File: config.mk
export PLATFORM = sky130hd
export DESIGN_NAME = pixel_shader
export DESIGN_NICKNAME = d
export VERILOG_FILES = /design/src/design/video_pkg.sv /design/src/design/pixel_shader.sv
export VERILOG_INCLUDE_DIRS = /design/src /design/src/design
export SDC_FILE = /design/constraint.sdc
export NUM_CORES = 1
export LEC_CHECK = 0
export BUFFER_PORTS_ARGS = -buffer_cell sky130_fd_sc_hd__buf_2
export CORE_MARGIN = 3
export CORE_UTILIZATION = 54
export DETAILED_ROUTE_END_ITERATION = 16
export PLACE_DENSITY = 0.79
export RECOVER_POWER = 25
export SYNTH_ARGS = -nofsm -noshare
export SYNTH_HDL_FRONTEND = slang
export SYNTH_SLANG_ARGS = --single-unit
File: constraint.sdc
create_clock -name clk -period 0.8 [get_ports clk]
set_input_delay 0.12 -clock clk [delete_from_list [all_inputs] [get_ports clk]]
set_output_delay 0.12 -clock clk [all_outputs]
set_load 0.05 [all_outputs]
File: src/design/video_macros.svh
`ifndef VIDEO_MACROS_SVH
`define VIDEO_MACROS_SVH

// Horizontal geometry in pixels
`define H_ACTIVE      (64)
`define H_TOTAL       (80)
`define H_SYNC_START  (68)
`define H_SYNC_LEN    (6)

// Vertical geometry in lines
`define V_ACTIVE      (48)
`define V_TOTAL       (52)
`define V_SYNC_START  (49)
`define V_SYNC_LEN    (2)

// Clocks per pixel
`define PIX_DIV       (4)

// Frame memory word address
`define FB_ADDR_W     (12)
`define FB_WORDS      (`H_ACTIVE * `V_ACTIVE)

// Luma weights, sum is 256
`define LUMA_R        (77)
`define LUMA_G        (150)
`define LUMA_B        (29)

`endif

File: src/design/video_pkg.sv
package video_pkg;

  // Video side view of a frame word
  typedef struct packed {
    logic [7:0] red;
    logic [7:0] green;
    logic [7:0] blue;
  } pixel_rgb_t;

  // Same word, raw on the host side
  typedef union packed {
    logic [23:0] raw;
    pixel_rgb_t  rgb;
  } pixel_word_t;

endpackage

File: src/design/pixel_shader.sv
`timescale 1ns/100ps
`include "video_macros.svh"

module pixel_shader (
  input  logic                   clk,
  input  logic                   arst_n,
  input  logic                   gray_mode,
  input  logic                   pix_tick,
  input  logic                   hsync_in,
  input  logic                   vsync_in,
  input  logic                   de_in,
  input  video_pkg::pixel_word_t pixel,
  output logic                   hsync,
  output logic                   vsync,
  output logic                   de,
  output logic                   pixel_valid,
  output logic [7:0]             red,
  output logic [7:0]             green,
  output logic [7:0]             blue
);

  logic [15:0] luma_sum;
  logic [7:0]  luma;
  logic [7:0]  out_r;
  logic [7:0]  out_g;
  logic [7:0]  out_b;

  // Weighted luma, weights sum to 256
  always_comb begin
    luma_sum = 16'(`LUMA_R) * {8'd0, pixel.rgb.red}
             + 16'(`LUMA_G) * {8'd0, pixel.rgb.green}
             + 16'(`LUMA_B) * {8'd0, pixel.rgb.blue};
    luma = luma_sum[15:8];
    if (gray_mode) begin
      out_r = luma;
      out_g = luma;
      out_b = luma;
    end else begin
      out_r = pixel.rgb.red;
      out_g = pixel.rgb.green;
      out_b = pixel.rgb.blue;
    end
  end

  always_ff @(posedge clk or negedge arst_n) begin
    if (!arst_n) begin
      hsync       <= 1'b0;
      vsync       <= 1'b0;
      de          <= 1'b0;
      pixel_valid <= 1'b0;
      red         <= '0;
      green       <= '0;
      blue        <= '0;
    end else begin
      hsync       <= hsync_in;
      vsync       <= vsync_in;
      de          <= de_in;
      pixel_valid <= pix_tick && de_in;
      // Color held for the whole pixel, black in blanking
      if (pix_tick) begin
        red   <= de_in ? out_r : '0;
        green <= de_in ? out_g : '0;
        blue  <= de_in ? out_b : '0;
      end
    end
  end

endmodule

==> impl_metrics.csv <==
group,metric,value,unit
timing,hold_viol,0,
grt,grt_overflow,0,
timing,slew_violations,0,
synthesis,synth_edf_count,0,
synthesis,yosysSeqAreaShare,16.7,%
synthesis,syn_nets,575,
detailed_routing,drt_iter0_drc,554,
worst_setup_path,arrival,6340,ps
timing,maxSlewHeadroom,12.9,%
place,io_buffers,58,
status,failed_checks,"negative setup slack",
synthesis,synth_most_common_cell,"inv_1",
die,die_x,94.1,µm
detailed_routing,drt_wl_total,17900,µm
detailed_routing,dr.pass1.iters,5,
worst_setup_path,r2r-start,"blue[7]",
timing,worst_slack,-5370,ps
timing,worstMarginPinSlew,1300,ps
min_path,min_from,"de_in",
clock_network,insertion_delay,290,ps
clock_network,clk_path_buf_depth,2,
die,dieArea,8850,µm²
timing,rsz0062_at_grt,"yes",
detailed_routing,wl_per_cell,26.6,µm
status,outcome,"complete, but fails checks",
die,rows,31,
synthesis,syn_inst,405,
worst_setup_path,start_kind,"primary input",
place,place_area,5430,µm²
synthesis,synthesis.area,4190,µm²
clock_network,cts_tree,"done",
clock_network,clock-sinks,28,
synthesis,ys_top_cells_by_count,"96 x inv_1, 84 x ha_1, 55 x fa_1, 28 x dfrtp_1, 18 x a21oi_1",
finish,nets,743,
clock_network,root_buffer,"clkbuf_8",
grt,antenna_found_initial,0,
worst_setup_path,ff2ff_setup_slack,-230,ps
timing,fin_skew,0,ps
synthesis,synth_seq_cells,28,
clock_network,cts_made_buffers,3,
finish,diodes,0,
die,die_height,94.1,µm
min_path,hold_class,"in2reg",
synthesis,avgSynthCellArea,10.3,µm²
timing,fin_crit,6170,ps
synthesis,ys_async_sr_fraction,100,%
worst_setup_path,cp-startpoint,"pixel[12]",
grt,grt_usage,37.1,%
die,core-area,7370,µm²
place,dp_hpwl,10100,µm
flow_run,cap_violations,0,
detailed_routing,drt-vias-per-instance,6.46,
synthesis,yosysTopAreaCell,"fa_1",
clock_network,path_clk_slew,110,ps
grt,grt_pass1_vias,4553,
die,initial_core_util,56.8,%
finish,drive_gt1_share,44.9,%
min_path,hold_path_end,"de",
synthesis,synth.area.top_cells,"fa_1 26%, ha_1 25%, dfrtp_1 17%",
worst_setup_path,cp_data_required_time,960,ps
grt,grt_pass1_wl,24300,µm
detailed_routing,via_count,4336,
synthesis,synth_cell_types,42,
place,gp_congestion,0.921,
synthesis,synth_flop_cell,"dfrtp_1",
grt,grt_max_degree,20,
timing,fmax,0.162,GHz
timing,setup-violations-final,52,
worst_setup_path,crit_fanout,3,
die,pin_count,59,
worst_setup_path,ff2ff_path_depth,2,
clock_network,htree_levels,1,
detailed_routing,ant_nets,0,
synthesis,yosysWarnings,0,
finish,syn_to_final_growth,51.0,%
worst_setup_path,timing_worst_setup_path_type,"in2reg",
worst_setup_path,worstReg2RegEnd,"blue[7]",
timing,period_share,771,%
worst_setup_path,critPathCaptureType,"register",
finish,stdcell_area,6320,µm²
synthesis,synth_top_area_share,26.3,%
min_path,holdPathStages,2,
detailed_routing,drcViolationCount,0,
==> registers in the layout (all words and copies together) (netlist names) <==
signal and cells:
pixel_valid 1, red 8, green 8, hsync 1
blue 8, de 1, vsync 1
==> final cells by class <==
cell class                      count  area (µm²)
Timing Repair Buffer              166        1380
Fill cell                         293        1050
Inverter                           96         360
Sequential cell                    28         703
Tap cell                           99         124
Clock inverter                      1        30.0
Multi-Input combinational cell    278        3690
Clock buffer                        3        41.3
==> how the worst max path moves through the flow <==
stage,slack [ps],end,cells past startpoint
CTS,-5100,blue[7],25
floorplan,-5150,blue[7],24
global route,-5500,green[4],26
global placement,-5340,green[7],25
detailed placement,-5480,red[7],24
finish,-5370,green[4],26
==> what timing repair did <==
item,CTS,global route
setup buffers,18,5
setup endpoints to repair,52,52
hold buffers,3,0
resized for setup,102,38
hold endpoints to repair,30,0
pin swaps,30,19
==> cell families after synthesis <==
group	after synthesis	synth area share, %
adders and majority gates	139	51.4
xor gates and xnor gates	15	3.14
AOI/OAI and AO/OA	76	14.1
and+or+nand+nor	48	5.80
DFF	28	16.7
buffers and inverters	99	8.87
==> worst max-delay path, cell delays in order <==
cell	delay [ps]
buf_8	100
ha_4	240
ha_4	250
inv_2	30
fa_1	480
fa_1	550
inv_2	60
ha_4	220
nor2b_4	130
a311o_2	350
xor2_2	160
ha_1	310
fa_1	500
inv_2	50
fa_2	530
fa_1	430
inv_2	80
ha_4	190
and3_4	200
a221o_1	340
nor2_2	130
buf_4	140
a21oi_2	90
xnor2_1	250
nor2_2	90
a221o_1	310
==> metal layers <==
metal | vias up | share of wire, % | global-route usage [%]
met1 | 2045 | 33 | 44.2
met5 | - | 0 | 0
met3 | 175 | 12 | 7.29
met4 | 0 | 10 | 21.4
met2 | 412 | 45 | 62.3
li1 | 1704 | - | -
==> per-stage QoR <==
stage          utilization, %  setup TNS [ps]  worst slack, ps  hold WS (ps)  instances
2_1_floorplan               -         -113190            -5150          -176        405
3_3_place_gp             73.7         -123540            -5340         -3.22        644
3_5_place_dp             73.7         -126870            -5480         0.667        644
4_1_cts                  83.2         -122470            -5100          57.2        669
5_1_grt                  85.8         -131670            -5500          76.6        671
6_report                 85.8         -129460            -5370          77.5        671
==> placed cells by master (no fill, tap or decap), types with 4 or more instances in the layout <==
master and n:
buf_4 93, inv_1 87, ha_1 64, fa_1 54
buf_6 38, dfrtp_1 26, buf_2 25, ha_4 19
a221o_1 14, a21oi_2 9, inv_2 9, nand2_1 7
a21oi_1 6, a21o_1 5, nor2b_1 5, nor2_4 5
nor2_1 5, o21a_1 4, xnor2_2 4, xnor2_1 4
Power is left out: the tool's default activity adds up to more than one toggle a clock period on the data nets, which glitch-free logic cannot reach.
