**src/design/video_macros.svh**
```systemverilog
`ifndef VIDEO_MACROS_SVH
`define VIDEO_MACROS_SVH

// Horizontal geometry in pixels
`define H_ACTIVE      (64)
`define H_TOTAL       (80)
`define H_SYNC_START  (68)
`define H_SYNC_LEN    (6)

// Vertical geometry in lines
`define V_ACTIVE      (48)
`define V_TOTAL       (52)
`define V_SYNC_START  (49)
`define V_SYNC_LEN    (2)

// Clocks per pixel
`define PIX_DIV       (4)

// Frame memory word address
`define FB_ADDR_W     (12)
`define FB_WORDS      (`H_ACTIVE * `V_ACTIVE)

// Luma weights, sum is 256
`define LUMA_R        (77)
`define LUMA_G        (150)
`define LUMA_B        (29)

`endif

```
**src/design/frame_bus_if.sv**
```systemverilog
`timescale 1ns/100ps
`include "video_macros.svh"

interface frame_bus_if;

  logic                  cyc;
  logic                  stb;
  logic                  we;
  logic [`FB_ADDR_W-1:0] adr;
  logic [23:0]           dat_w;
  logic [23:0]           dat_r;
  logic                  ack;

  modport master (
    output cyc, stb, we, adr, dat_w,
    input  dat_r, ack
  );

  modport slave (
    input  cyc, stb, we, adr, dat_w,
    output dat_r, ack
  );

endinterface

```
**src/design/bus_arbiter.sv**
```systemverilog
`timescale 1ns/100ps

module bus_arbiter (
  input  logic        clk,
  input  logic        arst_n,
  frame_bus_if.slave  reader,
  frame_bus_if.slave  host,
  frame_bus_if.master mem
);

  logic reader_req;
  logic host_req;
  logic locked;
  logic owner_host;
  logic sel_host;

  assign reader_req = reader.cyc && reader.stb;
  assign host_req   = host.cyc && host.stb;

  // Reader wins at idle, otherwise the locked owner keeps the bus
  assign sel_host = locked ? owner_host : (host_req && !reader_req);

  always_ff @(posedge clk or negedge arst_n) begin
    if (!arst_n) begin
      locked     <= 1'b0;
      owner_host <= 1'b0;
    end else if (mem.ack) begin
      locked <= 1'b0;
    end else if (!locked && mem.cyc && mem.stb) begin
      locked     <= 1'b1;
      owner_host <= sel_host;
    end
  end

  // Request path
  assign mem.cyc   = sel_host ? host.cyc   : reader.cyc;
  assign mem.stb   = sel_host ? host.stb   : reader.stb;
  assign mem.we    = sel_host ? host.we    : reader.we;
  assign mem.adr   = sel_host ? host.adr   : reader.adr;
  assign mem.dat_w = sel_host ? host.dat_w : reader.dat_w;

  // Response path, granted master only
  assign reader.ack   = mem.ack && !sel_host;
  assign host.ack     = mem.ack && sel_host;
  assign reader.dat_r = sel_host ? '0 : mem.dat_r;
  assign host.dat_r   = sel_host ? mem.dat_r : '0;

  // Memory ack reaches exactly one master, and only one that is requesting
  a_one_ack: assert property (@(posedge clk) disable iff (!arst_n)
    mem.ack |-> $onehot({reader.ack && reader_req, host.ack && host_req}));

  // Grant must not switch under a pending request
  a_req_stable: assert property (@(posedge clk) disable iff (!arst_n)
    (mem.cyc && mem.stb && !mem.ack) |=>
      (mem.stb && $stable(mem.adr) && $stable(mem.we)));

endmodule

```
**src/flat_wrapper.sv**
```systemverilog
// flat-port wrapper written by rule: the top's interface ports become plain ports
module bus_arbiter_flat 
  (clk, arst_n, reader_cyc, reader_stb, reader_we, reader_adr, reader_dat_w, reader_dat_r, reader_ack, host_cyc, host_stb, host_we, host_adr, host_dat_w, host_dat_r, host_ack, mem_cyc, mem_stb, mem_we, mem_adr, mem_dat_w, mem_dat_r, mem_ack);
  frame_bus_if reader_i ();
  frame_bus_if host_i ();
  frame_bus_if mem_i ();
  input  logic clk;
  input  logic arst_n;
  input wire logic [$bits(reader_i.cyc)-1:0] reader_cyc;
  input wire logic [$bits(reader_i.stb)-1:0] reader_stb;
  input wire logic [$bits(reader_i.we)-1:0] reader_we;
  input wire logic [$bits(reader_i.adr)-1:0] reader_adr;
  input wire logic [$bits(reader_i.dat_w)-1:0] reader_dat_w;
  output wire logic [$bits(reader_i.dat_r)-1:0] reader_dat_r;
  output wire logic [$bits(reader_i.ack)-1:0] reader_ack;
  input wire logic [$bits(host_i.cyc)-1:0] host_cyc;
  input wire logic [$bits(host_i.stb)-1:0] host_stb;
  input wire logic [$bits(host_i.we)-1:0] host_we;
  input wire logic [$bits(host_i.adr)-1:0] host_adr;
  input wire logic [$bits(host_i.dat_w)-1:0] host_dat_w;
  output wire logic [$bits(host_i.dat_r)-1:0] host_dat_r;
  output wire logic [$bits(host_i.ack)-1:0] host_ack;
  output wire logic [$bits(mem_i.cyc)-1:0] mem_cyc;
  output wire logic [$bits(mem_i.stb)-1:0] mem_stb;
  output wire logic [$bits(mem_i.we)-1:0] mem_we;
  output wire logic [$bits(mem_i.adr)-1:0] mem_adr;
  output wire logic [$bits(mem_i.dat_w)-1:0] mem_dat_w;
  input wire logic [$bits(mem_i.dat_r)-1:0] mem_dat_r;
  input wire logic [$bits(mem_i.ack)-1:0] mem_ack;
  assign reader_i.cyc = reader_cyc;
  assign reader_i.stb = reader_stb;
  assign reader_i.we = reader_we;
  assign reader_i.adr = reader_adr;
  assign reader_i.dat_w = reader_dat_w;
  assign reader_dat_r = reader_i.dat_r;
  assign reader_ack = reader_i.ack;
  assign host_i.cyc = host_cyc;
  assign host_i.stb = host_stb;
  assign host_i.we = host_we;
  assign host_i.adr = host_adr;
  assign host_i.dat_w = host_dat_w;
  assign host_dat_r = host_i.dat_r;
  assign host_ack = host_i.ack;
  assign mem_cyc = mem_i.cyc;
  assign mem_stb = mem_i.stb;
  assign mem_we = mem_i.we;
  assign mem_adr = mem_i.adr;
  assign mem_dat_w = mem_i.dat_w;
  assign mem_i.dat_r = mem_dat_r;
  assign mem_i.ack = mem_ack;
  bus_arbiter u_core (.clk(clk), .arst_n(arst_n), .reader(reader_i), .host(host_i), .mem(mem_i));
endmodule
```
**config.mk**
```make
export PLATFORM = sky130hd
export DESIGN_NAME = bus_arbiter_flat
export DESIGN_NICKNAME = d
export VERILOG_FILES = /design/src/design/frame_bus_if.sv /design/src/design/bus_arbiter.sv /design/src/flat_wrapper.sv
export VERILOG_INCLUDE_DIRS = /design/src /design/src/design
export SDC_FILE = /design/constraint.sdc
export NUM_CORES = 1
export LEC_CHECK = 0
export BUFFER_PORTS_ARGS = -buffer_cell sky130_fd_sc_hd__clkbuf_2
export CAP_MARGIN = 20
export CORE_AREA = 2 2 76 78
export CTS_BUF_LIST = sky130_fd_sc_hd__clkbuf_8 sky130_fd_sc_hd__clkbuf_16
export DETAILED_ROUTE_END_ITERATION = 7
export DIE_AREA = 0 0 78 80
export PLACE_DENSITY = 0.74
export SLEW_MARGIN = 20
export SYNTH_ARGS = -nofsm -noshare
export SYNTH_HDL_FRONTEND = slang
export SYNTH_SLANG_ARGS = --single-unit
```
**constraint.sdc**
```tcl
create_clock -name clk -period 3.25 [get_ports clk]
set_input_delay 0.65 -clock clk [delete_from_list [all_inputs] [get_ports clk]]
set_output_delay 0.65 -clock clk [all_outputs]
set_load 0.05 [all_outputs]
```
==> out/results.txt <==
H-tree levels: 1
Pint: 411 uW
Post-Syn Nets: 306
synthesized cell area: 0.00158 mm2
clock power share: 0.090
RSZ-0062 raised after global routing: no
drt drc: 0
Clock Path Buffers: 2
DR WL/cell: 13.0 um
Min-Delay Path Class: input port to async pin
largest net degree at the start of global routing: 51
Setup Skew: 0.00775 ns
final cell count without fillers: 455
Total Routing Usage GR: 0.173
die width: 78 um
Die Area: 0.00624 mm2
Fin Setup TNS: 0 ns
Initial Utilization: 0.293
post-layout min period: 2.84 ns
port buffer count: 193
gr ovfl total: 0
share of power burned in registers: 0.033
first-pass GRT wire length: 9110 um
Syn Inst Count: 201
DP Area: 0.00255 mm2
commonest non-fill, non-tap cell in the layout: clkbuf_2
Finished Core Util: 0.481
Worst-Margin Slew: 0.612 ns
switching portion of total power: 0.637
Logic pwr share: 0.877
row count: 27
fin nets: 489
Synth async-reset ratio: 1.00
Final ANT Viol Nets: 0
Die Y: 80 um
post-CTS setup buffer count: 0
initial antenna violation count: 0
CTS tree: yes
drt total wl: 5940 um
TritonRoute pass-1 iters: 4
hold buffers post-CTS: 0
max-cap viol count: 0
ant diodes: 0
Synth cell types: 21
Main synth FF type: dfrtp_1
vias in the first global route: 2,170
R2R Path Start: u_core.locked$_DFFE_PN0P_
Core Footprint: 0.00541 mm2
post-CTS sizing: 0
final estimated routing congestion in global placement: 0.760
WP data required: 2.60 ns
Finished Cell Area: 0.00260 mm2
# fillers: 543
worst rel slew slack: 0.592
share of layout cells above drive strength 1: 0.543
final setup violating endpoints: 0
commonest cells after routing, fill and taps aside: clkbuf_2 (193), nor2b_1 (62), mux2i_1 (37), a221o_1 (37), and2_1 (25)
total number of vias: 2,263
Power Density: 436 mW/mm2
IO Count: 194
clk_lat worst skew: 0.22 ns
Syn-to-layout area delta: 64.3%
CTS buffer count: 3
post-synthesis sequential area ratio: 0.0316
Root Buffer: clkbuf_8
Static Leak: 0.00146 uW
DP HPWL: 4740 um
fin. max-slew vios: 0
Worst VDD drop: 0.293 mV
Switch Pwr: 722 uW
#FFs+latches synth: 2
# placed instances: 451
Avg Inst Size Synth: 7.87 um2
highest clock rate: 353 MHz
worst setup path startpoint: u_core.locked$_DFFE_PN0P_
CP startpoint kind: flip-flop
1st-iter DRT viols: 44
Final Cycle Share: 0.872
crit path capture type: primary output
Warnings, synthesis: 0
number of synthesized flops with an enable pin: 0
status: complete, no violations
crit path max fanout: 37
Vias/cell: 4.97
# clock sinks: 2
Hold Fails Final Rpt: 0
CP Class: flip-flop to primary output
arrival time worst endpoint: 2.19 ns
Clk pin slew, worst setup/hold paths: 0.03 ns
-- routing by layer --
layer	track usage	wire length [um]
met1	0.158	2120
met2	0.379	3280
met3	0.0317	492
met4	0.0439	51
met5	0	0
-- power groups by stage --
stage	Sequential [uW]	Clock, uW	Combinational (uW)
6_report	36.9	102	994
5_1_grt	38.7	111	1050
2_1_floorplan	32.1	0	793
3_5_place_dp	37.6	0	999
4_1_cts	37.3	104	1000
3_3_place_gp	37.7	0	989
-- final cells by class --
class | instances | area, um2 | share of cell area
Multi-Input combinational cell | 177 | 1400 | 0.539
Timing Repair Buffer | 198 | 1000 | 0.386
Tap cell | 72 | 90.1 | 0.0346
Sequential cell | 2 | 51.3 | 0.0197
Clock buffer | 3 | 41.3 | 0.0159
Inverter | 2 | 7.51 | 0.00289
Clock inverter | 1 | 3.75 | 0.00144
-- kinds of logic (layout without fill, tap and decap cells) --
kind of cell | after synthesis | count (layout) | synth area share
simple gates | 93 | 93 | 0.366
compound gates | 47 | 47 | 0.284
mux | 37 | 37 | 0.234
buf+inv | 22 | 204 | 0.0846
flops | 2 | 2 | 0.0316
-- through the flow --
stage                     setup WS [ns]  hold slack (ns)  total power, uW
after detailed placement          0.599            0.439             1040
final                             0.415            0.212             1130
after global routing              0.270            0.207             1200
after floorplan                   0.805            0.354              825
after global placement            0.619            0.437             1030
after CTS                         0.382            0.212             1140
-- final timing paths --
kind | endpoint | slack, ns | cells past startpoint
max | mem_dat_w[1] | 0.41 | 5
min | u_core.owner_host$_DFFE_PN0P_ | 0.21 | 1
max reg2reg | u_core.owner_host$_DFFE_PN0P_ | 1.80 | 4
min reg2reg | u_core.owner_host$_DFFE_PN0P_ | 0.88 | 3
max in group asynchronous | u_core.owner_host$_DFFE_PN0P_ | 2.93 | 1
min in group clk | u_core.locked$_DFFE_PN0P_ | 0.65 | 2
-- critical path: stages, from the launching register on --
cell      delay, ns
dfrtp_1        0.72
nand2_2        0.17
a21boi_4       0.18
buf_4          0.24
a221o_1        0.40
clkbuf_2       0.24
-- cells in the mapped netlist, types with 8 or more instances --
cell / count / area share
buf_4: 9 / 0.043
and2_1: 25 / 0.099
nor2b_1: 62 / 0.25
mux2i_1: 37 / 0.23
buf_2: 8 / 0.025
a221o_1: 37 / 0.23
-- flip-flops by register name (all words and copies together), names as in the netlist --
register and flops:
u_core.locked 1, u_core.owner_host 1
(Power assumes the default switching activity.)
