[config.mk]
export PLATFORM = sky130hd
export DESIGN_NAME = frame_reader_flat
export DESIGN_NICKNAME = d
export VERILOG_FILES = /design/src/design/video_pkg.sv /design/src/design/frame_bus_if.sv /design/src/design/frame_reader.sv /design/src/flat_wrapper.sv
export VERILOG_INCLUDE_DIRS = /design/src /design/src/design
export SDC_FILE = /design/constraint.sdc
export NUM_CORES = 1
export LEC_CHECK = 0
export BUFFER_PORTS_ARGS = -buffer_cell sky130_fd_sc_hd__buf_4
export CAP_MARGIN = 0
export CORE_AREA = 5 5 126 128
export CTS_CLUSTER_DIAMETER = 120
export DETAILED_ROUTE_END_ITERATION = 16
export DIE_AREA = 0 0 131 133
export GPL_TIMING_DRIVEN = 0
export PLACE_DENSITY = 0.52
export SLEW_MARGIN = 40
export SYNTH_ARGS = -nofsm -noshare
export SYNTH_HDL_FRONTEND = slang
export SYNTH_SLANG_ARGS = --single-unit
[constraint.sdc]
create_clock -name clk -period 3.11 [get_ports clk]
set_input_delay 0.622 -clock clk [delete_from_list [all_inputs] [get_ports clk]]
set_output_delay 0.622 -clock clk [all_outputs]
set_load 0.05 [all_outputs]
[src/design/video_macros.svh]
`ifndef VIDEO_MACROS_SVH
`define VIDEO_MACROS_SVH

// Horizontal geometry in pixels
`define H_ACTIVE      (64)
`define H_TOTAL       (80)
`define H_SYNC_START  (68)
`define H_SYNC_LEN    (6)

// Vertical geometry in lines
`define V_ACTIVE      (48)
`define V_TOTAL       (52)
`define V_SYNC_START  (49)
`define V_SYNC_LEN    (2)

// Clocks per pixel
`define PIX_DIV       (4)

// Frame memory word address
`define FB_ADDR_W     (12)
`define FB_WORDS      (`H_ACTIVE * `V_ACTIVE)

// Luma weights, sum is 256
`define LUMA_R        (77)
`define LUMA_G        (150)
`define LUMA_B        (29)

`endif

[src/design/video_pkg.sv]
package video_pkg;

  // Video side view of a frame word
  typedef struct packed {
    logic [7:0] red;
    logic [7:0] green;
    logic [7:0] blue;
  } pixel_rgb_t;

  // Same word, raw on the host side
  typedef union packed {
    logic [23:0] raw;
    pixel_rgb_t  rgb;
  } pixel_word_t;

endpackage

[src/design/frame_bus_if.sv]
`timescale 1ns/100ps
`include "video_macros.svh"

interface frame_bus_if;

  logic                  cyc;
  logic                  stb;
  logic                  we;
  logic [`FB_ADDR_W-1:0] adr;
  logic [23:0]           dat_w;
  logic [23:0]           dat_r;
  logic                  ack;

  modport master (
    output cyc, stb, we, adr, dat_w,
    input  dat_r, ack
  );

  modport slave (
    input  cyc, stb, we, adr, dat_w,
    output dat_r, ack
  );

endinterface

[src/design/frame_reader.sv]
`timescale 1ns/100ps
`include "video_macros.svh"

module frame_reader (
  input  logic                     clk,
  input  logic                     arst_n,
  input  logic                     pix_tick,
  input  logic                     de,
  input  logic                     frame_start,
  frame_bus_if.master              bus,
  output video_pkg::pixel_word_t   pixel
);

  video_pkg::pixel_word_t fifo_mem [4];

  logic [1:0]            wr_ptr;
  logic [1:0]            rd_ptr;
  logic [2:0]            count;
  logic [2:0]            count_next;
  logic [`FB_ADDR_W-1:0] rd_addr;
  logic [`FB_ADDR_W-1:0] rd_addr_next;
  logic                  req;
  logic                  armed;
  logic                  push;
  logic                  pop;

  // Ack reaches this port only for its own read
  assign push = req && bus.ack;
  assign pop  = armed && pix_tick && de && (count != 0);

  always_comb begin
    count_next   = count + {2'b00, push} - {2'b00, pop};
    rd_addr_next = push ? rd_addr + 1'b1 : rd_addr;
  end

  // Scan-out idles until the first frame start after reset
  always_ff @(posedge clk or negedge arst_n) begin
    if (!arst_n) begin
      armed   <= 1'b0;
      wr_ptr  <= '0;
      rd_ptr  <= '0;
      count   <= '0;
      rd_addr <= '0;
      req     <= 1'b0;
    end else if (frame_start) begin
      armed   <= 1'b1;
      wr_ptr  <= '0;
      rd_ptr  <= '0;
      count   <= '0;
      rd_addr <= '0;
    end else begin
      if (push) begin
        wr_ptr <= wr_ptr + 1'b1;
      end
      if (pop) begin
        rd_ptr <= rd_ptr + 1'b1;
      end
      count   <= count_next;
      rd_addr <= rd_addr_next;
      // Keep one read in flight while the FIFO has a free slot
      if (push || !req) begin
        req <= armed && (count_next < 3'd4) && (rd_addr_next != `FB_WORDS);
      end
    end
  end

  always_ff @(posedge clk) begin
    if (push) begin
      fifo_mem[wr_ptr].raw <= bus.dat_r;
    end
  end

  assign bus.cyc   = req;
  assign bus.stb   = req;
  assign bus.we    = 1'b0;
  assign bus.adr   = rd_addr;
  assign bus.dat_w = '0;

  assign pixel = armed ? fifo_mem[rd_ptr] : '0;

  a_no_underrun: assert property (@(posedge clk) disable iff (!arst_n)
    (armed && pix_tick && de) |-> (count != 0));

  // Flush would lose a read still in flight
  a_idle_at_frame_start: assert property (@(posedge clk) disable iff (!arst_n)
    frame_start |-> !req);

endmodule

[src/flat_wrapper.sv]
// flat-port wrapper written by rule: the top's interface ports become plain ports
module frame_reader_flat 
  (clk, arst_n, pix_tick, de, frame_start, pixel, bus_cyc, bus_stb, bus_we, bus_adr, bus_dat_w, bus_dat_r, bus_ack);
  frame_bus_if bus_i ();
  input  logic clk;
  input  logic arst_n;
  input  logic pix_tick;
  input  logic de;
  input  logic frame_start;
  output video_pkg::pixel_word_t pixel;
  output wire logic [$bits(bus_i.cyc)-1:0] bus_cyc;
  output wire logic [$bits(bus_i.stb)-1:0] bus_stb;
  output wire logic [$bits(bus_i.we)-1:0] bus_we;
  output wire logic [$bits(bus_i.adr)-1:0] bus_adr;
  output wire logic [$bits(bus_i.dat_w)-1:0] bus_dat_w;
  input wire logic [$bits(bus_i.dat_r)-1:0] bus_dat_r;
  input wire logic [$bits(bus_i.ack)-1:0] bus_ack;
  assign bus_cyc = bus_i.cyc;
  assign bus_stb = bus_i.stb;
  assign bus_we = bus_i.we;
  assign bus_adr = bus_i.adr;
  assign bus_dat_w = bus_i.dat_w;
  assign bus_i.dat_r = bus_dat_r;
  assign bus_i.ack = bus_ack;
  frame_reader u_core (.clk(clk), .arst_n(arst_n), .pix_tick(pix_tick), .de(de), .frame_start(frame_start), .bus(bus_i), .pixel(pixel));
endmodule
==> results.py <==
metrics = {
    "worst_setup_path": {
        "reg2reg_depth": 11,
        "cp-end-kind": "primary output",
        "crit_top_cell": "buf_2",
        "crit_required_ns": 2.49,
        "timing.rr.end": "u_core.bus.cyc",
        "cpPeakStageDelay_ns": 0.56,
        "path_max_fanout": 10,
        "cp_top_family": "buffers and inverters",
        "r2r-start": "u_core.armed",
        "crit_chain": "buf_2 > buf_2 > mux4_2 > and2_1 > buf_4",
        "critPathKind": "flop to primary output",
        "cp_slowest_cell": "mux4_2",
        "crit_buf_inv": 3,
        "crit_arrival_ns": 2.30,
        "crit_path_start_kind": "flop",
        "crit_start": "u_core.rd_ptr[0]",
        "r2r_slack_ns": 0.44,
    },
    "routing": {
        "wirelength_mm": 10.00,
        "drtIter0Drc": 162,
        "vias": 2809,
        "drc_errors": 0,
        "vias_per_cell": 4.545,
        "routedWlPerCell_um": 16.19,
        "first_pass_iters": 4,
        "drtAntennaViolNets": 0,
    },
    "power_and_ir_drop": {
        "combPwrFrac": 0.280,
        "p_per_area_nw_per_um2": 783.4,
        "p_int_mw": 3.454,
        "p_seq_frac": 0.389,
        "swShare": 0.3102,
        "ir_worst_vdd_v": 0.0004227,
        "clock_power_share": 0.331,
        "finalPower_mw": 5.007,
        "p_leak_nw": 2.443,
        "switching_power_mw": 1.553,
    },
    "yosys": {
        "ys_ff_latch": 117,
        "ys_seq_area_frac": 0.6786,
        "synth_top_area_cell": "edfxtp_1",
        "yosysUniqueCellTypes": 39,
        "yosysWarnings": 0,
        "synthArstFlopShare": 0.1795,
        "synth_top_flop_cell": "edfxtp_1",
        "netlist_area_um2": 5022,
        "netlist_instances": 306,
        "synth_edf_count": 96,
        "synth_area_per_cell_um2": 16.41,
        "synth_top_cell_area_share": 0.5740,
        "synth_area_leaders": "edfxtp_1 57%, mux4_2 11%, dfrtp_1 10%",
    },
    "placement": {
        "dp_hpwl_mm": 6.651,
        "globalplace.congestion": 0.7603,
        "portBuffers": 67,
    },
    "floorplanning": {
        "num_rows": 45,
        "core_um2": 14750,
        "io_pins": 93,
        "die_w_um": 131,
        "die_height_um": 133,
        "die_area_um2": 17420,
        "start_util": 0.3405,
    },
    "clocking": {
        "cts_root_buf": "clkbuf_16",
        "post_cts_buffers": 0,
        "path_clk_slew_ns": 0.05,
        "htreeDepth": 4,
        "ctsHoldBuffers": 0,
        "cts_inserted_buffers": 17,
        "cts_resized": 0,
        "insertion_delay_ns": 0.41,
        "cts.sinks": 117,
        "clockBufferDepth": 2,
        "cts_tree": "built",
    },
    "sta": {
        "finalSetupViolations": 0,
        "final.setup_skew_ns": 0.01037,
        "setup_tns_ns": 0,
        "period_share": 0.9408,
        "slew-limit-headroom": 0.5467,
        "clock.fmax_mhz": 341.8,
        "hold_viol_final": 0,
        "worst_pin_slew_ns": 0.6800,
        "maxSlewViolCount": 0,
        "finalCriticalPeriod_ns": 2.926,
        "rsz0062_at_grt": "false",
    },
    "global_route": {
        "antenna_found_initial": 0,
        "grt_overflow": 0,
        "grt_pass1_wl_mm": 15.93,
        "grt_usage": 0.1214,
        "grt_max_degree": 25,
        "grt_pass1_vias": 2997,
    },
    "finish": {
        "drive_gt1_frac": 0.3744,
        "area.growth.synth_to_final_pct": 27.25,
        "n_antenna_cell": 0,
        "nNetsFinal": 455,
    },
    "run": {
        "max_cap_violations": 0,
    },
    "worst_hold_path": {
        "hp-class": "input port to asynchronous set/reset pin",
    },
    "run_status": {
        "outcome": "finished, final reports clean",
    },
}
## through the flow
step / area, um2 / std cells / hold WS, ns / setup slack (ns) / util
2_1_floorplan: 5112 / 330 / 0.3264 / 0.7547 / -
3_3_place_gp: 5851 / 585 / 0.5317 / 0.4280 / 0.3966
3_5_place_dp: 5883 / 586 / 0.5361 / 0.3765 / 0.3988
4_1_cts: 6391 / 618 / 0.09415 / 0.09806 / 0.4332
5_1_grt: 6391 / 618 / 0.1136 / 0.03478 / 0.4332
6_report: 6391 / 618 / 0.09877 / 0.1840 / 0.4332
## sequential cells by signal, summed over array words and instances, names as in the netlist
name,cells
u_core.armed,1
u_core.bus.adr,12
u_core.bus.cyc,1
u_core.count,3
u_core.fifo_mem,96
u_core.rd_ptr,2
u_core.wr_ptr,2
## worst max-delay path by stage
| stage | cells after the start | slack, ns | end |
|---|---|---|---|
| floorplan | 11 | 0.75 | u_core.bus.cyc |
| detailed placement | 12 | 0.38 | u_core.bus.cyc |
| global route | 5 | 0.03 | pixel[21] |
| global placement | 12 | 0.43 | u_core.bus.cyc |
| finish | 5 | 0.18 | pixel[21] |
| CTS | 5 | 0.1 | pixel[21] |
## cells in the final DEF (no fill, tap or decap), types with 3 or more instances in the layout
| cell | netlist | layout |
|---|---|---|
| buf_4 | 29 | 96 |
| edfxtp_1 | 96 | 96 |
| conb_1 | 1 | 25 |
| mux4_2 | 24 | 24 |
| and2_1 | 24 | 24 |
| dfrtp_1 | 21 | 21 |
| nor2_1 | 20 | 20 |
| clkbuf_16 | 0 | 17 |
| clkbuf_1 | 4 | 11 |
| xnor2_1 | 11 | 11 |
| nand2_1 | 8 | 8 |
| inv_1 | 8 | 8 |
| nand3_1 | 7 | 7 |
| ha_1 | 7 | 7 |
| and3_2 | 1 | 5 |
| a21oi_1 | 5 | 5 |
| clkinv_2 | 0 | 5 |
| buf_2 | 4 | 4 |
| xor2_1 | 4 | 4 |
| nor4_1 | 3 | 3 |
## synthesized netlist by cell type (all sizes together), types with 2 or more instances
cell type / n
edfxtp: 96
buf: 34
and2: 24
mux4: 24
dfrtp: 21
nor2: 20
xnor2: 11
inv: 8
nand2: 8
nand3: 8
and3: 7
ha: 7
a21oi: 5
clkbuf: 4
xor2: 4
nor4: 3
nand4: 2
nor3: 2
o32ai: 2
or2: 2
## layer usage
layer	vias to the layer above	global-route usage	wire, um
met4	0	0.03943	99
met2	85	0.1967	5000
li1	1318	-	-
met3	9	0.04360	745
met5	-	0	0
met1	1397	0.1504	4158
## cells by family after synthesis
group	count (synthesis)	synth area share
compound gates	12	0.01744
xor+xnor	15	0.02616
fa+ha+maj	8	0.02142
buf+inv	46	0.05705
flops	117	0.6786
mux	25	0.1099
other cells	1	0.0007467
simple gates	82	0.08869
## power by group through the flow
stage / clock network, mW / logic (mW) / registers [mW]
final: 1.66 / 1.40 / 1.95
after global routing: 1.77 / 1.51 / 1.97
after CTS: 1.70 / 1.43 / 1.95
after floorplan: 0 / 0.974 / 2.01
after global placement: 0 / 1.38 / 1.98
after detailed placement: 0 / 1.42 / 1.98
## layout make-up
type | count | area [um2]
Fill cell | 1372 | 8361
Sequential cell | 117 | 3408
Multi-Input combinational cell | 167 | 1423
Timing Repair Buffer | 68 | 530.5
Clock buffer | 26 | 479.2
Buffer | 38 | 256.5
Tap cell | 188 | 235.2
Inverter | 8 | 30.03
Clock inverter | 6 | 28.78
Note: power is estimated with default switching activity, not from simulation.
