[config.mk]
export PLATFORM = sky130hd
export DESIGN_NAME = video_timing
export DESIGN_NICKNAME = d
export VERILOG_FILES = /design/src/design/video_timing.sv
export VERILOG_INCLUDE_DIRS = /design/src /design/src/design
export SDC_FILE = /design/constraint.sdc
export NUM_CORES = 1
export LEC_CHECK = 0
export ABC_AREA = 1
export BUFFER_PORTS_ARGS = -buffer_cell sky130_fd_sc_hd__buf_2
export CAP_MARGIN = 20
export CELL_PAD_IN_SITES_DETAIL_PLACEMENT = 2
export CELL_PAD_IN_SITES_GLOBAL_PLACEMENT = 2
export CORE_MARGIN = 2
export CORE_UTILIZATION = 38
export DETAILED_ROUTE_END_ITERATION = 12
export PLACE_DENSITY = 0.92
export REMOVE_ABC_BUFFERS = 1
export SYNTH_ARGS = -nofsm -noshare
export SYNTH_HDL_FRONTEND = slang
export SYNTH_SLANG_ARGS = --single-unit
[constraint.sdc]
create_clock -name clk -period 1.8 [get_ports clk]
set_input_delay 0.09 -clock clk [delete_from_list [all_inputs] [get_ports clk]]
set_output_delay 0.09 -clock clk [all_outputs]
set_load 0.005 [all_outputs]
[src/design/video_macros.svh]
`ifndef VIDEO_MACROS_SVH
`define VIDEO_MACROS_SVH

// Horizontal geometry in pixels
`define H_ACTIVE      (64)
`define H_TOTAL       (80)
`define H_SYNC_START  (68)
`define H_SYNC_LEN    (6)

// Vertical geometry in lines
`define V_ACTIVE      (48)
`define V_TOTAL       (52)
`define V_SYNC_START  (49)
`define V_SYNC_LEN    (2)

// Clocks per pixel
`define PIX_DIV       (4)

// Frame memory word address
`define FB_ADDR_W     (12)
`define FB_WORDS      (`H_ACTIVE * `V_ACTIVE)

// Luma weights, sum is 256
`define LUMA_R        (77)
`define LUMA_G        (150)
`define LUMA_B        (29)

`endif

[src/design/video_timing.sv]
`timescale 1ns/100ps
`include "video_macros.svh"

module video_timing (
  input  logic clk,
  input  logic arst_n,
  output logic pix_tick,
  output logic hsync,
  output logic vsync,
  output logic de,
  output logic frame_start
);

  localparam int DIV_W = $clog2(`PIX_DIV);
  localparam int H_W   = $clog2(`H_TOTAL);
  localparam int V_W   = $clog2(`V_TOTAL);

  logic [DIV_W-1:0] div_cnt;
  logic [H_W-1:0]   h_cnt;
  logic [V_W-1:0]   v_cnt;

  // Pixel divider, then pixel and line counters
  always_ff @(posedge clk or negedge arst_n) begin
    if (!arst_n) begin
      div_cnt <= '0;
      h_cnt   <= '0;
      v_cnt   <= '0;
    end else if (div_cnt == `PIX_DIV - 1) begin
      div_cnt <= '0;
      if (h_cnt == `H_TOTAL - 1) begin
        h_cnt <= '0;
        v_cnt <= (v_cnt == `V_TOTAL - 1) ? '0 : v_cnt + 1'b1;
      end else begin
        h_cnt <= h_cnt + 1'b1;
      end
    end else begin
      div_cnt <= div_cnt + 1'b1;
    end
  end

  // Decoded outputs, all change on the tick clock of a pixel
  always_ff @(posedge clk or negedge arst_n) begin
    if (!arst_n) begin
      pix_tick    <= 1'b0;
      hsync       <= 1'b0;
      vsync       <= 1'b0;
      de          <= 1'b0;
      frame_start <= 1'b0;
    end else begin
      pix_tick    <= (div_cnt == 0);
      hsync       <= (h_cnt >= `H_SYNC_START) && (h_cnt < `H_SYNC_START + `H_SYNC_LEN);
      vsync       <= (v_cnt >= `V_SYNC_START) && (v_cnt < `V_SYNC_START + `V_SYNC_LEN);
      de          <= (h_cnt < `H_ACTIVE) && (v_cnt < `V_ACTIVE);
      frame_start <= (div_cnt == 0) && (h_cnt == 0) && (v_cnt == `V_SYNC_START);
    end
  end

  // Active area clear of both syncs, and de edges only on a pixel tick
  a_de_in_active: assert property (@(posedge clk) disable iff (!arst_n)
    (de |-> !hsync && !vsync) and ($changed(de) |-> pix_tick));

endmodule

==> results of run 1 <==
==> power by group through the flow <==
stage	sequential [uW]	clock [uW]	combinational (uW)
floorplan	458	0	0.000216
CTS	449	382	11.8
finish	449	377	11.0
global route	449	405	13.1
detailed placement	458	0	10.1
global placement	458	0	9.84
==> worst max path at each step <==
stage                              start                    to
detailed placement  div_cnt[0]$_DFF_PN0_  h_cnt[5]$_DFFE_PN0P_
global route        div_cnt[0]$_DFF_PN0_  h_cnt[5]$_DFFE_PN0P_
CTS                 div_cnt[0]$_DFF_PN0_  h_cnt[5]$_DFFE_PN0P_
floorplan           div_cnt[0]$_DFF_PN0_  h_cnt[5]$_DFFE_PN0P_
finish              div_cnt[0]$_DFF_PN0_  h_cnt[5]$_DFFE_PN0P_
global placement    div_cnt[0]$_DFF_PN0_  h_cnt[5]$_DFFE_PN0P_
==> metal layers <==
layer  part of all wire (%)  vias up  global-route usage (%)
met4                   0.85        0                    6.62
met1                     44      420                    22.8
met3                    1.3        4                    2.09
met5                      0        -                       0
met2                     54        5                    33.2
li1                       -      382                       -
==> synth_stat cells <==
| library cell | n | area, um2 |
|---|---|---|
| a21boi_1 | 1 | 7.51 |
| nand4_1 | 1 | 6.26 |
| xnor2_1 | 2 | 17.5 |
| xor2_1 | 1 | 8.76 |
| nor4_1 | 1 | 6.26 |
| ha_1 | 7 | 87.6 |
| a211oi_1 | 2 | 15.0 |
| nand3_4 | 1 | 17.5 |
| or2_2 | 1 | 6.26 |
| buf_6 | 1 | 11.3 |
| nand2_2 | 3 | 18.8 |
| nor2_1 | 11 | 41.3 |
| o21ai_0 | 9 | 45.0 |
| inv_2 | 2 | 7.51 |
| a21boi_0 | 1 | 7.51 |
| nor2_4 | 1 | 11.3 |
| inv_1 | 17 | 63.8 |
| nand2_1 | 24 | 90.1 |
| nand3_1 | 9 | 45.0 |
| dfrtp_1 | 20 | 500 |
==> kinds of logic (layout without fill, tap and decap cells) <==
family / count (synthesis) / after routing
AOI/OAI and AO/OA: 13 / 13
xor gates and xnor gates: 3 / 3
adders and majority gates: 7 / 7
buffers and inverters: 20 / 30
DFF: 20 / 20
and+or+nand+nor: 52 / 52
==> critical path, cell delays in order (launching register included) <==
cell and delay, ns:
dfrtp_1 0.40, ha_1 0.28, nand2_2 0.11, inv_2 0.06, nand2_2 0.06, nor2_4 0.23, inv_1 0.14, o21ai_0 0.11
nor2_1 0.09
==> cell type report <==
class                           instances  area share, %
Clock buffer                            3           1.99
Timing Repair Buffer                    7           3.53
Inverter                               19           6.29
Clock inverter                          1           2.65
Tap cell                               30           3.31
Multi-Input combinational cell         75           38.1
Sequential cell                        20           44.2
==> registers in the layout, indices dropped and copies added (netlist names) <==
name and cells:
de 1, div_cnt 2, frame_start 1, h_cnt 7
hsync 1, pix_tick 1, v_cnt 6, vsync 1
==> through the flow <==
stage / utilization (%) / setup WS (ns) / std cells
after floorplan: - / 0.496 / 114
after global placement: 42.8 / 0.387 / 150
after detailed placement: 42.8 / 0.224 / 150
after CTS: 45.3 / 0.172 / 155
after global routing: 45.3 / 0.0274 / 155
final: 45.3 / 0.215 / 155
==> repair_timing <==
item	CTS	global route
endpoints found under the setup margin	0	0
hold buffers	1	0
endpoints found under the hold margin	20	0
==> out/metrics.yaml, run 1 <==
status: "finished clean"
clock-sinks: 20
worst-path-max-fanout: 11
synth_adder_area_share_pct: 8.63
synthXorXnorAreaFrac_pct: 2.59
setup_viol: 0
critPathCaptureType: "flop"
rows: 18
avgSynthCellArea_um2: 8.82
syn_to_final_growth_pct: 11.7
antenna_found_initial: 0
layout_common_cells: "nand2_1 (24), dfrtp_1 (20), inv_1 (17), nor2_1 (11)"
ys_ff_latch: 20
drive_gt1_share_pct: 14.4
routed_wl_um: 2470
seq_area_um2: 500
wire_per_inst_um: 15.9
finalCriticalPeriod_ns: 1.59
cap_violations: 0
insertion_delay_ns: 0.31
finalHoldViolCount: 0
clock.fmax_mhz: 631
cts_setup_buffers: 0
clockBufferDepth: 2
r2r_end: "h_cnt[5]$_DFFE_PN0P_"
pwr-share-comb_pct: 1.3
synth-compound-area-share_pct: 7.40
core-area_um2: 2500
max_slew_margin_pct: 69.5
die_w_um: 55.7
p_int_uw: 676
die_area_um2: 3100
tightest_slew_ns: 0.458
cts_root_buf: "clkbuf_4"
place_congestion: 0.714
p_seq_share_pct: 53.7
grt_pass1_vias: 932
die_h_um: 55.7
cp-start-kind: "flop"
path_class: "reg -> reg"
cts-buffers-inserted: 3
dpl_cell_area_um2: 1070
num_vias: 811
rr_worst_depth: 8
diodes: 0
r2r_slack_ns: 0.21
required_ns: 2.00
netlist_area_um2: 1010
holdWs_ns: 0.243
cts-resized-gates: 0
route.detailed.drc: 0
grt_pass1_wl_um: 4470
htreeDepth: 1
final_common_cell: "nand2_1"
rsz0062_at_grt: "false"
clk_pin_slew_ns: 0.12
synthMuxAreaShare_pct: 0
power.net_switching_uw: 160
synthSimpleGateAreaFrac_pct: 23.9
synth.distinct_cells: 20
syn_inst: 115
finClkSkew_ns: 0.00456
worstPathArrival_ns: 1.79
p_total_uw: 837
slew_viol_final: 0
multi_input_area_um2: 432
io_pins: 7
clockPowerShare_pct: 45.0
finalSetupTns_ns: 0
io_buffers: 6
vias_per_cell: 5.23
r2r_start: "div_cnt[0]$_DFF_PN0_"
min_path_type: "in -> async"
fin_area_um2: 1130
synth_top_family_by_area: "simple AND/OR/NAND/NOR gates"
fin_crit_sh_pct: 88.1
first_iter_violations: 11
nFillCells: 278
synth-seq-area-share_pct: 49.3
powerDensity_nw_per_um2: 738
grt_max_degree: 21
grtUsageTotal_pct: 18.5
ir_worst_vdd_uv: 338
overflow: 0
netSwitchingFraction_pct: 19.2
yosys_warnings: 0
nets: 135
hpwlAfterDp_um: 1920
first_pass_iters: 2
start_util_pct: 40.6
p_leak_uw: 0.000528
ant_nets: 0
cts_tree: "yes"
No activity file was read; power rests on OpenSTA's default activity.
==> run 2: changes to the inputs <==
Settings changed: CAP_MARGIN 20 to default, PLACE_DENSITY 0.92 to 0.84.
==> out/metrics.yaml, run 2 (synthesis gave the netlist of run 1 again) <==
place_congestion: 0.789  # +10%
antenna_found_initial: 0  # unchanged
io_buffers: 6  # unchanged
wire_per_inst_um: 14.2  # -11%
core-area_um2: 2500  # unchanged
critical_path_buf_inv_count: 2  # unchanged
critPathMaxStageDelay_ns: 0.39  # about the same
cts-buffers-inserted: 3  # unchanged
grt_pass1_wl_um: 4090  # -8.5%
overflow: 0  # unchanged
slew_viol_final: 0  # unchanged
finalSetupTns_ns: 0  # unchanged
layout_common_cells: "nand2_1 (24), dfrtp_1 (20), inv_1 (17), nor2_1 (11)"
diodes: 0  # unchanged
path_delay_family: "simple AND/OR/NAND/NOR gates"
rsz0062_at_grt: "false"
ant_nets: 0  # unchanged
htreeDepth: 1  # unchanged
die_w_um: 55.7  # unchanged
grtUsageTotal_pct: 17.1  # -1.4 points
finalCriticalPeriod_ns: 1.53  # -0.0512 ns
p_int_uw: 575  # -15%
routed_wl_um: 2200  # -11%
netSwitchingFraction_pct: 20.8  # +1.6 points
critPathCaptureType: "flop"
drive_gt1_share_pct: 14.4  # unchanged
final_common_cell: "nand2_1"
nets: 135  # unchanged
cp-start-kind: "flop"
path_class: "reg -> reg"
r2r_slack_ns: 0.27  # +0.05 ns
r2r_start: "div_cnt[0]$_DFF_PN0_"
die_area_um2: 3100  # unchanged
first_pass_iters: 4  # +2
r2r_end: "h_cnt[5]$_DFFE_PN0P_"
insertion_delay_ns: 0.30  # about the same
first_iter_violations: 9  # -2
crit_chain: "ha_1 > nand2_2 > inv_2 > nand2_2 > nor2_4 > inv_1 > o21ai_0 > nor2_1"
fin_util_pct: 44.7  # -0.65 points
syn_to_final_growth_pct: 10.1
clockBufferDepth: 2  # unchanged
cts_root_buf: "clkbuf_4"
max_flop_register: "h_cnt"
worstPathArrival_ns: 1.74  # -0.05 ns
fin_crit_sh_pct: 85.2  # -2.8 points
power.net_switching_uw: 151  # -6.1%
crit_slowest_cell: "dfrtp_1"
tightest_slew_ns: 0.452  # -0.00554 ns
cts_tree: "yes"
cts_setup_buffers: 0  # unchanged
worst-path-max-fanout: 11  # unchanged
num_vias: 772  # -4.8%
largest_reg_flops: 7  # unchanged
io_pins: 7  # unchanged
grt_pass1_vias: 868  # -6.9%
min_path_type: "in -> async"
setup_viol: 0  # unchanged
die_h_um: 55.7  # unchanged
pwr-share-comb_pct: 1.5  # +0.2 points
p_leak_uw: 0.000521  # -1.3%
rr_worst_depth: 8  # unchanged
cpMostUsedCell: "nand2_2"
p_seq_share_pct: 61.9  # +8.2 points
required_ns: 2.01  # about the same
start_util_pct: 40.6  # unchanged
ir_worst_vdd_uv: 378  # +12%
clockPowerShare_pct: 36.6  # -8.4 points
finalHoldViolCount: 0  # unchanged
powerDensity_nw_per_um2: 649  # -12%
finClkSkew_ns: 0.000884  # -0.00367 ns
startpoint: "div_cnt[0]$_DFF_PN0_"
rows: 18  # unchanged
clock.fmax_mhz: 652  # +3.3%
route.detailed.drc: 0  # unchanged
clock-sinks: 20  # unchanged
hpwlAfterDp_um: 1780  # -7.0%
clk_pin_slew_ns: 0.11  # about the same
largestRegisters: "h_cnt (7), v_cnt (6), div_cnt (2)"
max_slew_margin_pct: 69.8  # +0.37 points
vias_per_cell: 4.98  # -4.8%
grt_max_degree: 21  # unchanged
cap_violations: 0  # unchanged
cts-resized-gates: 0  # unchanged
status: "finished clean"
[run 2: power groups by stage]
| stage | Sequential (uW) | Combinational, uW | Clock (uW) |
|---|---|---|---|
| after global routing | 449 | 12.6 | 293 |
| after detailed placement | 458 | 9.99 | 0 |
| after global placement | 458 | 9.86 | 0 |
| final | 449 | 10.9 | 266 |
| after floorplan | 458 | 0.000216 | 0 |
| after CTS | 449 | 11.6 | 275 |
[run 2: cell type report]
class	instances	area [um2]
Sequential cell	20	500
Fill cell	286	1380
Timing Repair Buffer	7	40.0
Clock buffer	4	36.3
Multi-Input combinational cell	75	432
Tap cell	30	37.5
Inverter	19	71.3
[run 2: routing by layer]
layer	global-route usage, %	wire length (um)
met5	0	0
met3	4.19	47
met1	21.9	1060
met4	6.27	33
met2	27.9	1060
[run 2: through the flow]
stage | cell area (um2) | power, uW | setup slack (ns) | std cells | hold WS (ns)
2_1_floorplan | 1000 | 458 | 0.496 | 114 | -0.206
3_3_place_gp | 1070 | 468 | 0.376 | 150 | 0.0607
3_5_place_dp | 1070 | 468 | 0.305 | 150 | 0.0636
4_1_cts | 1120 | 736 | 0.267 | 155 | 0.257
5_1_grt | 1120 | 755 | 0.0493 | 155 | 0.266
6_report | 1120 | 726 | 0.266 | 155 | 0.247
[run 2: worst reg2reg max path, delay by kind of cell (launching register included)]
family | cells | cell delay, ns
flip-flops | 1 | 0.39
AO/OA/AOI/OAI | 1 | 0.10
adder cells (fa/ha/maj) | 1 | 0.27
AND/OR/NAND/NOR | 4 | 0.47
buffers and inverters | 2 | 0.20
[run 2: worst max path at each step]
| stage | endpoint | slack (ns) | cells after the start |
|---|---|---|---|
| detailed placement | h_cnt[5]$_DFFE_PN0P_ | 0.30 | 8 |
| global placement | h_cnt[5]$_DFFE_PN0P_ | 0.38 | 8 |
| finish | h_cnt[5]$_DFFE_PN0P_ | 0.27 | 8 |
| floorplan | h_cnt[5]$_DFFE_PN0P_ | 0.50 | 8 |
| CTS | h_cnt[5]$_DFFE_PN0P_ | 0.27 | 8 |
| global route | h_cnt[5]$_DFFE_PN0P_ | 0.05 | 8 |
[run 2: repair_timing]
item / 4_1_cts / 5_1_grt
hold buffers: 1 / 0
hold endpoints to repair: 20 / 0
endpoints found under the setup margin: 0 / 0
==> run 3: changes to the inputs <==
Settings changed: CORE_UTILIZATION 38 to 35, PLACE_DENSITY 0.84 to 0.79.
Clock period 1.8 ns to 1.6 ns, I/O delays scaled along.
==> out/metrics.yaml, run 3 (synthesis gave the netlist of run 1 again) <==
clk_pin_slew_ns: 0.11  # about the same
crit_slowest_cell: "dfrtp_1"
setup_viol: 0  # unchanged
path_class: "reg -> reg"
finClkSkew_ns: 0.000918  # +0.0000337 ns
rows: 19  # +1
start_util_pct: 36.8  # -3.8 points
io_buffers: 6  # unchanged
fin_area_um2: 1130  # +1.1%
first_iter_violations: 11  # +2
vias_per_cell: 4.94  # -0.90%
place_congestion: 0.769  # -2.6%
worstPathArrival_ns: 1.57  # -0.17 ns
syn_to_final_growth_pct: 11.3
num_vias: 770  # -0.26%
min_path_type: "in -> async"
path_delay_family: "flip-flops"
insertion_delay_ns: 0.30  # about the same
finalSetupTns_ns: 0  # unchanged
grt_max_degree: 21  # unchanged
routed_wl_um: 2180  # -0.91%
first_pass_iters: 2  # -2
r2r_start: "div_cnt[0]$_DFF_PN0_"
drive_gt1_share_pct: 16.0  # +1.6 points
required_ns: 1.80  # -0.21 ns
io_pins: 7  # unchanged
critPathMaxStageDelay_ns: 0.39  # about the same
cpMostUsedCell: "nand2_2"
cts_tree: "yes"
layout_common_cells: "nand2_1 (24), dfrtp_1 (20), inv_1 (17), nor2_1 (10)"
r2r_end: "v_cnt[3]$_DFFE_PN0P_"
cap_violations: 0  # unchanged
diodes: 0  # unchanged
powerDensity_nw_per_um2: 677  # +4.2%
p_leak_uw: 0.000520  # -0.15%
max_slew_margin_pct: 69.9  # about the same
finalHoldViolCount: 0  # unchanged
clock-sinks: 20  # unchanged
grt_pass1_vias: 874  # +0.69%
cp-start-kind: "flop"
largestRegisters: "h_cnt (7), v_cnt (6), div_cnt (2)"
grtUsageTotal_pct: 15.4  # -1.7 points
fin_crit_sh_pct: 85.5  # +0.28 points
clockBufferDepth: 2  # unchanged
final_common_cell: "nand2_1"
die_h_um: 57.8  # +3.9%
nets: 136  # +0.74%
die_area_um2: 3350  # +7.9%
crit_chain: "ha_2 > nand2_2 > inv_2 > nand2_2 > nor2_4 > buf_12 > nand2_1 > a21boi_1"
tightest_slew_ns: 0.452  # -0.000374 ns
core-area_um2: 2760  # +10%
max_flop_register: "h_cnt"
r2r_slack_ns: 0.23  # -0.03 ns
ant_nets: 0  # unchanged
hpwlAfterDp_um: 1710  # -4.1%
worst-path-max-fanout: 10  # -1
die_w_um: 57.8  # +3.9%
dpl_cell_area_um2: 1070  # +0.12%
cts-buffers-inserted: 3  # unchanged
rsz0062_at_grt: "false"
critical_path_buf_inv_count: 2  # unchanged
route.detailed.drc: 0  # unchanged
clock.fmax_mhz: 731  # +12%
ir_worst_vdd_uv: 379  # +0.24%
htreeDepth: 1  # unchanged
grt_pass1_wl_um: 3870  # -5.4%
wire_per_inst_um: 14.0  # -1.5%
antenna_found_initial: 0  # unchanged
overflow: 0  # unchanged
status: "finished clean"
rr_worst_depth: 8  # unchanged
critPathCaptureType: "flop"
slew_viol_final: 0  # unchanged
largest_reg_flops: 7  # unchanged
finalCriticalPeriod_ns: 1.37  # -0.166 ns
cts_root_buf: "clkbuf_4"
-- run 3: cell types whose count changed in the layout (fill, tap and decap cells not counted) --
cell,before,now
ha_2,0,1
nor2_1,11,10
nor2_2,0,1
clkbuf_8,1,0
buf_12,0,1
ha_1,7,6
-- run 3: area by class of cell --
class	instances	area, um2
repair buffers	8	60.1
multi-input cells	75	437
inverters	19	71.3
fillers	321	1630
flip-flops and latches	20	500
clock buffers	3	22.5
well taps	31	38.8
-- run 3: worst max-delay path by stage --
| stage | end | cells past startpoint | from |
|---|---|---|---|
| after floorplan | h_cnt[5]$_DFFE_PN0P_ | 8 | div_cnt[0]$_DFF_PN0_ |
| after global placement | h_cnt[5]$_DFFE_PN0P_ | 8 | div_cnt[0]$_DFF_PN0_ |
| after detailed placement | h_cnt[5]$_DFFE_PN0P_ | 8 | div_cnt[0]$_DFF_PN0_ |
| after CTS | h_cnt[5]$_DFFE_PN0P_ | 8 | div_cnt[0]$_DFF_PN0_ |
| after global routing | h_cnt[5]$_DFFE_PN0P_ | 7 | div_cnt[0]$_DFF_PN0_ |
| final | v_cnt[3]$_DFFE_PN0P_ | 8 | div_cnt[0]$_DFF_PN0_ |
-- run 3: repair_timing --
| item | 4_1_cts | 5_1_grt |
|---|---|---|
| buffers inserted | 0 | 1 |
| hold buffers | 1 | 0 |
| gates resized for setup | 0 | 2 |
| setup endpoints to repair | 0 | 4 |
| hold endpoints to repair | 20 | 0 |
-- run 3: worst reg2reg max path: stages, from the launching register on --
cell      delay [ns]
dfrtp_1         0.39
ha_2            0.24
nand2_2         0.10
inv_2           0.06
nand2_2         0.06
nor2_4          0.13
buf_12          0.13
nand2_1         0.05
a21boi_1        0.13
-- run 3: metrics by stage --
stage | cells | total power, uW | hold WS, ns | setup slack [ns] | util, %
floorplan | 114 | 515 | -0.216 | 0.296 | -
detailed placement | 151 | 527 | 0.0628 | 0.109 | 38.9
global route | 156 | 800 | 0.268 | 0.0405 | 41.0
CTS | 155 | 775 | 0.258 | 0.103 | 40.1
finish | 156 | 765 | 0.242 | 0.232 | 41.0
global placement | 151 | 526 | 0.0519 | 0.193 | 38.9
-- run 3: routing by layer --
| metal | GRT usage, % | up-vias | routed length [um] |
|---|---|---|---|
| li1 | - | 379 | - |
| met5 | 0 | - | 0 |
| met2 | 26.1 | 8 | 1060 |
| met3 | 2.01 | 5 | 46 |
| met4 | 6.98 | 0 | 44 |
| met1 | 19.5 | 378 | 1030 |
-- run 3: power breakdown --
group / switching, uW / internal (uW)
sequential: 0 / 505
clock: 159 / 87.9
combinational: 9.79 / 2.47
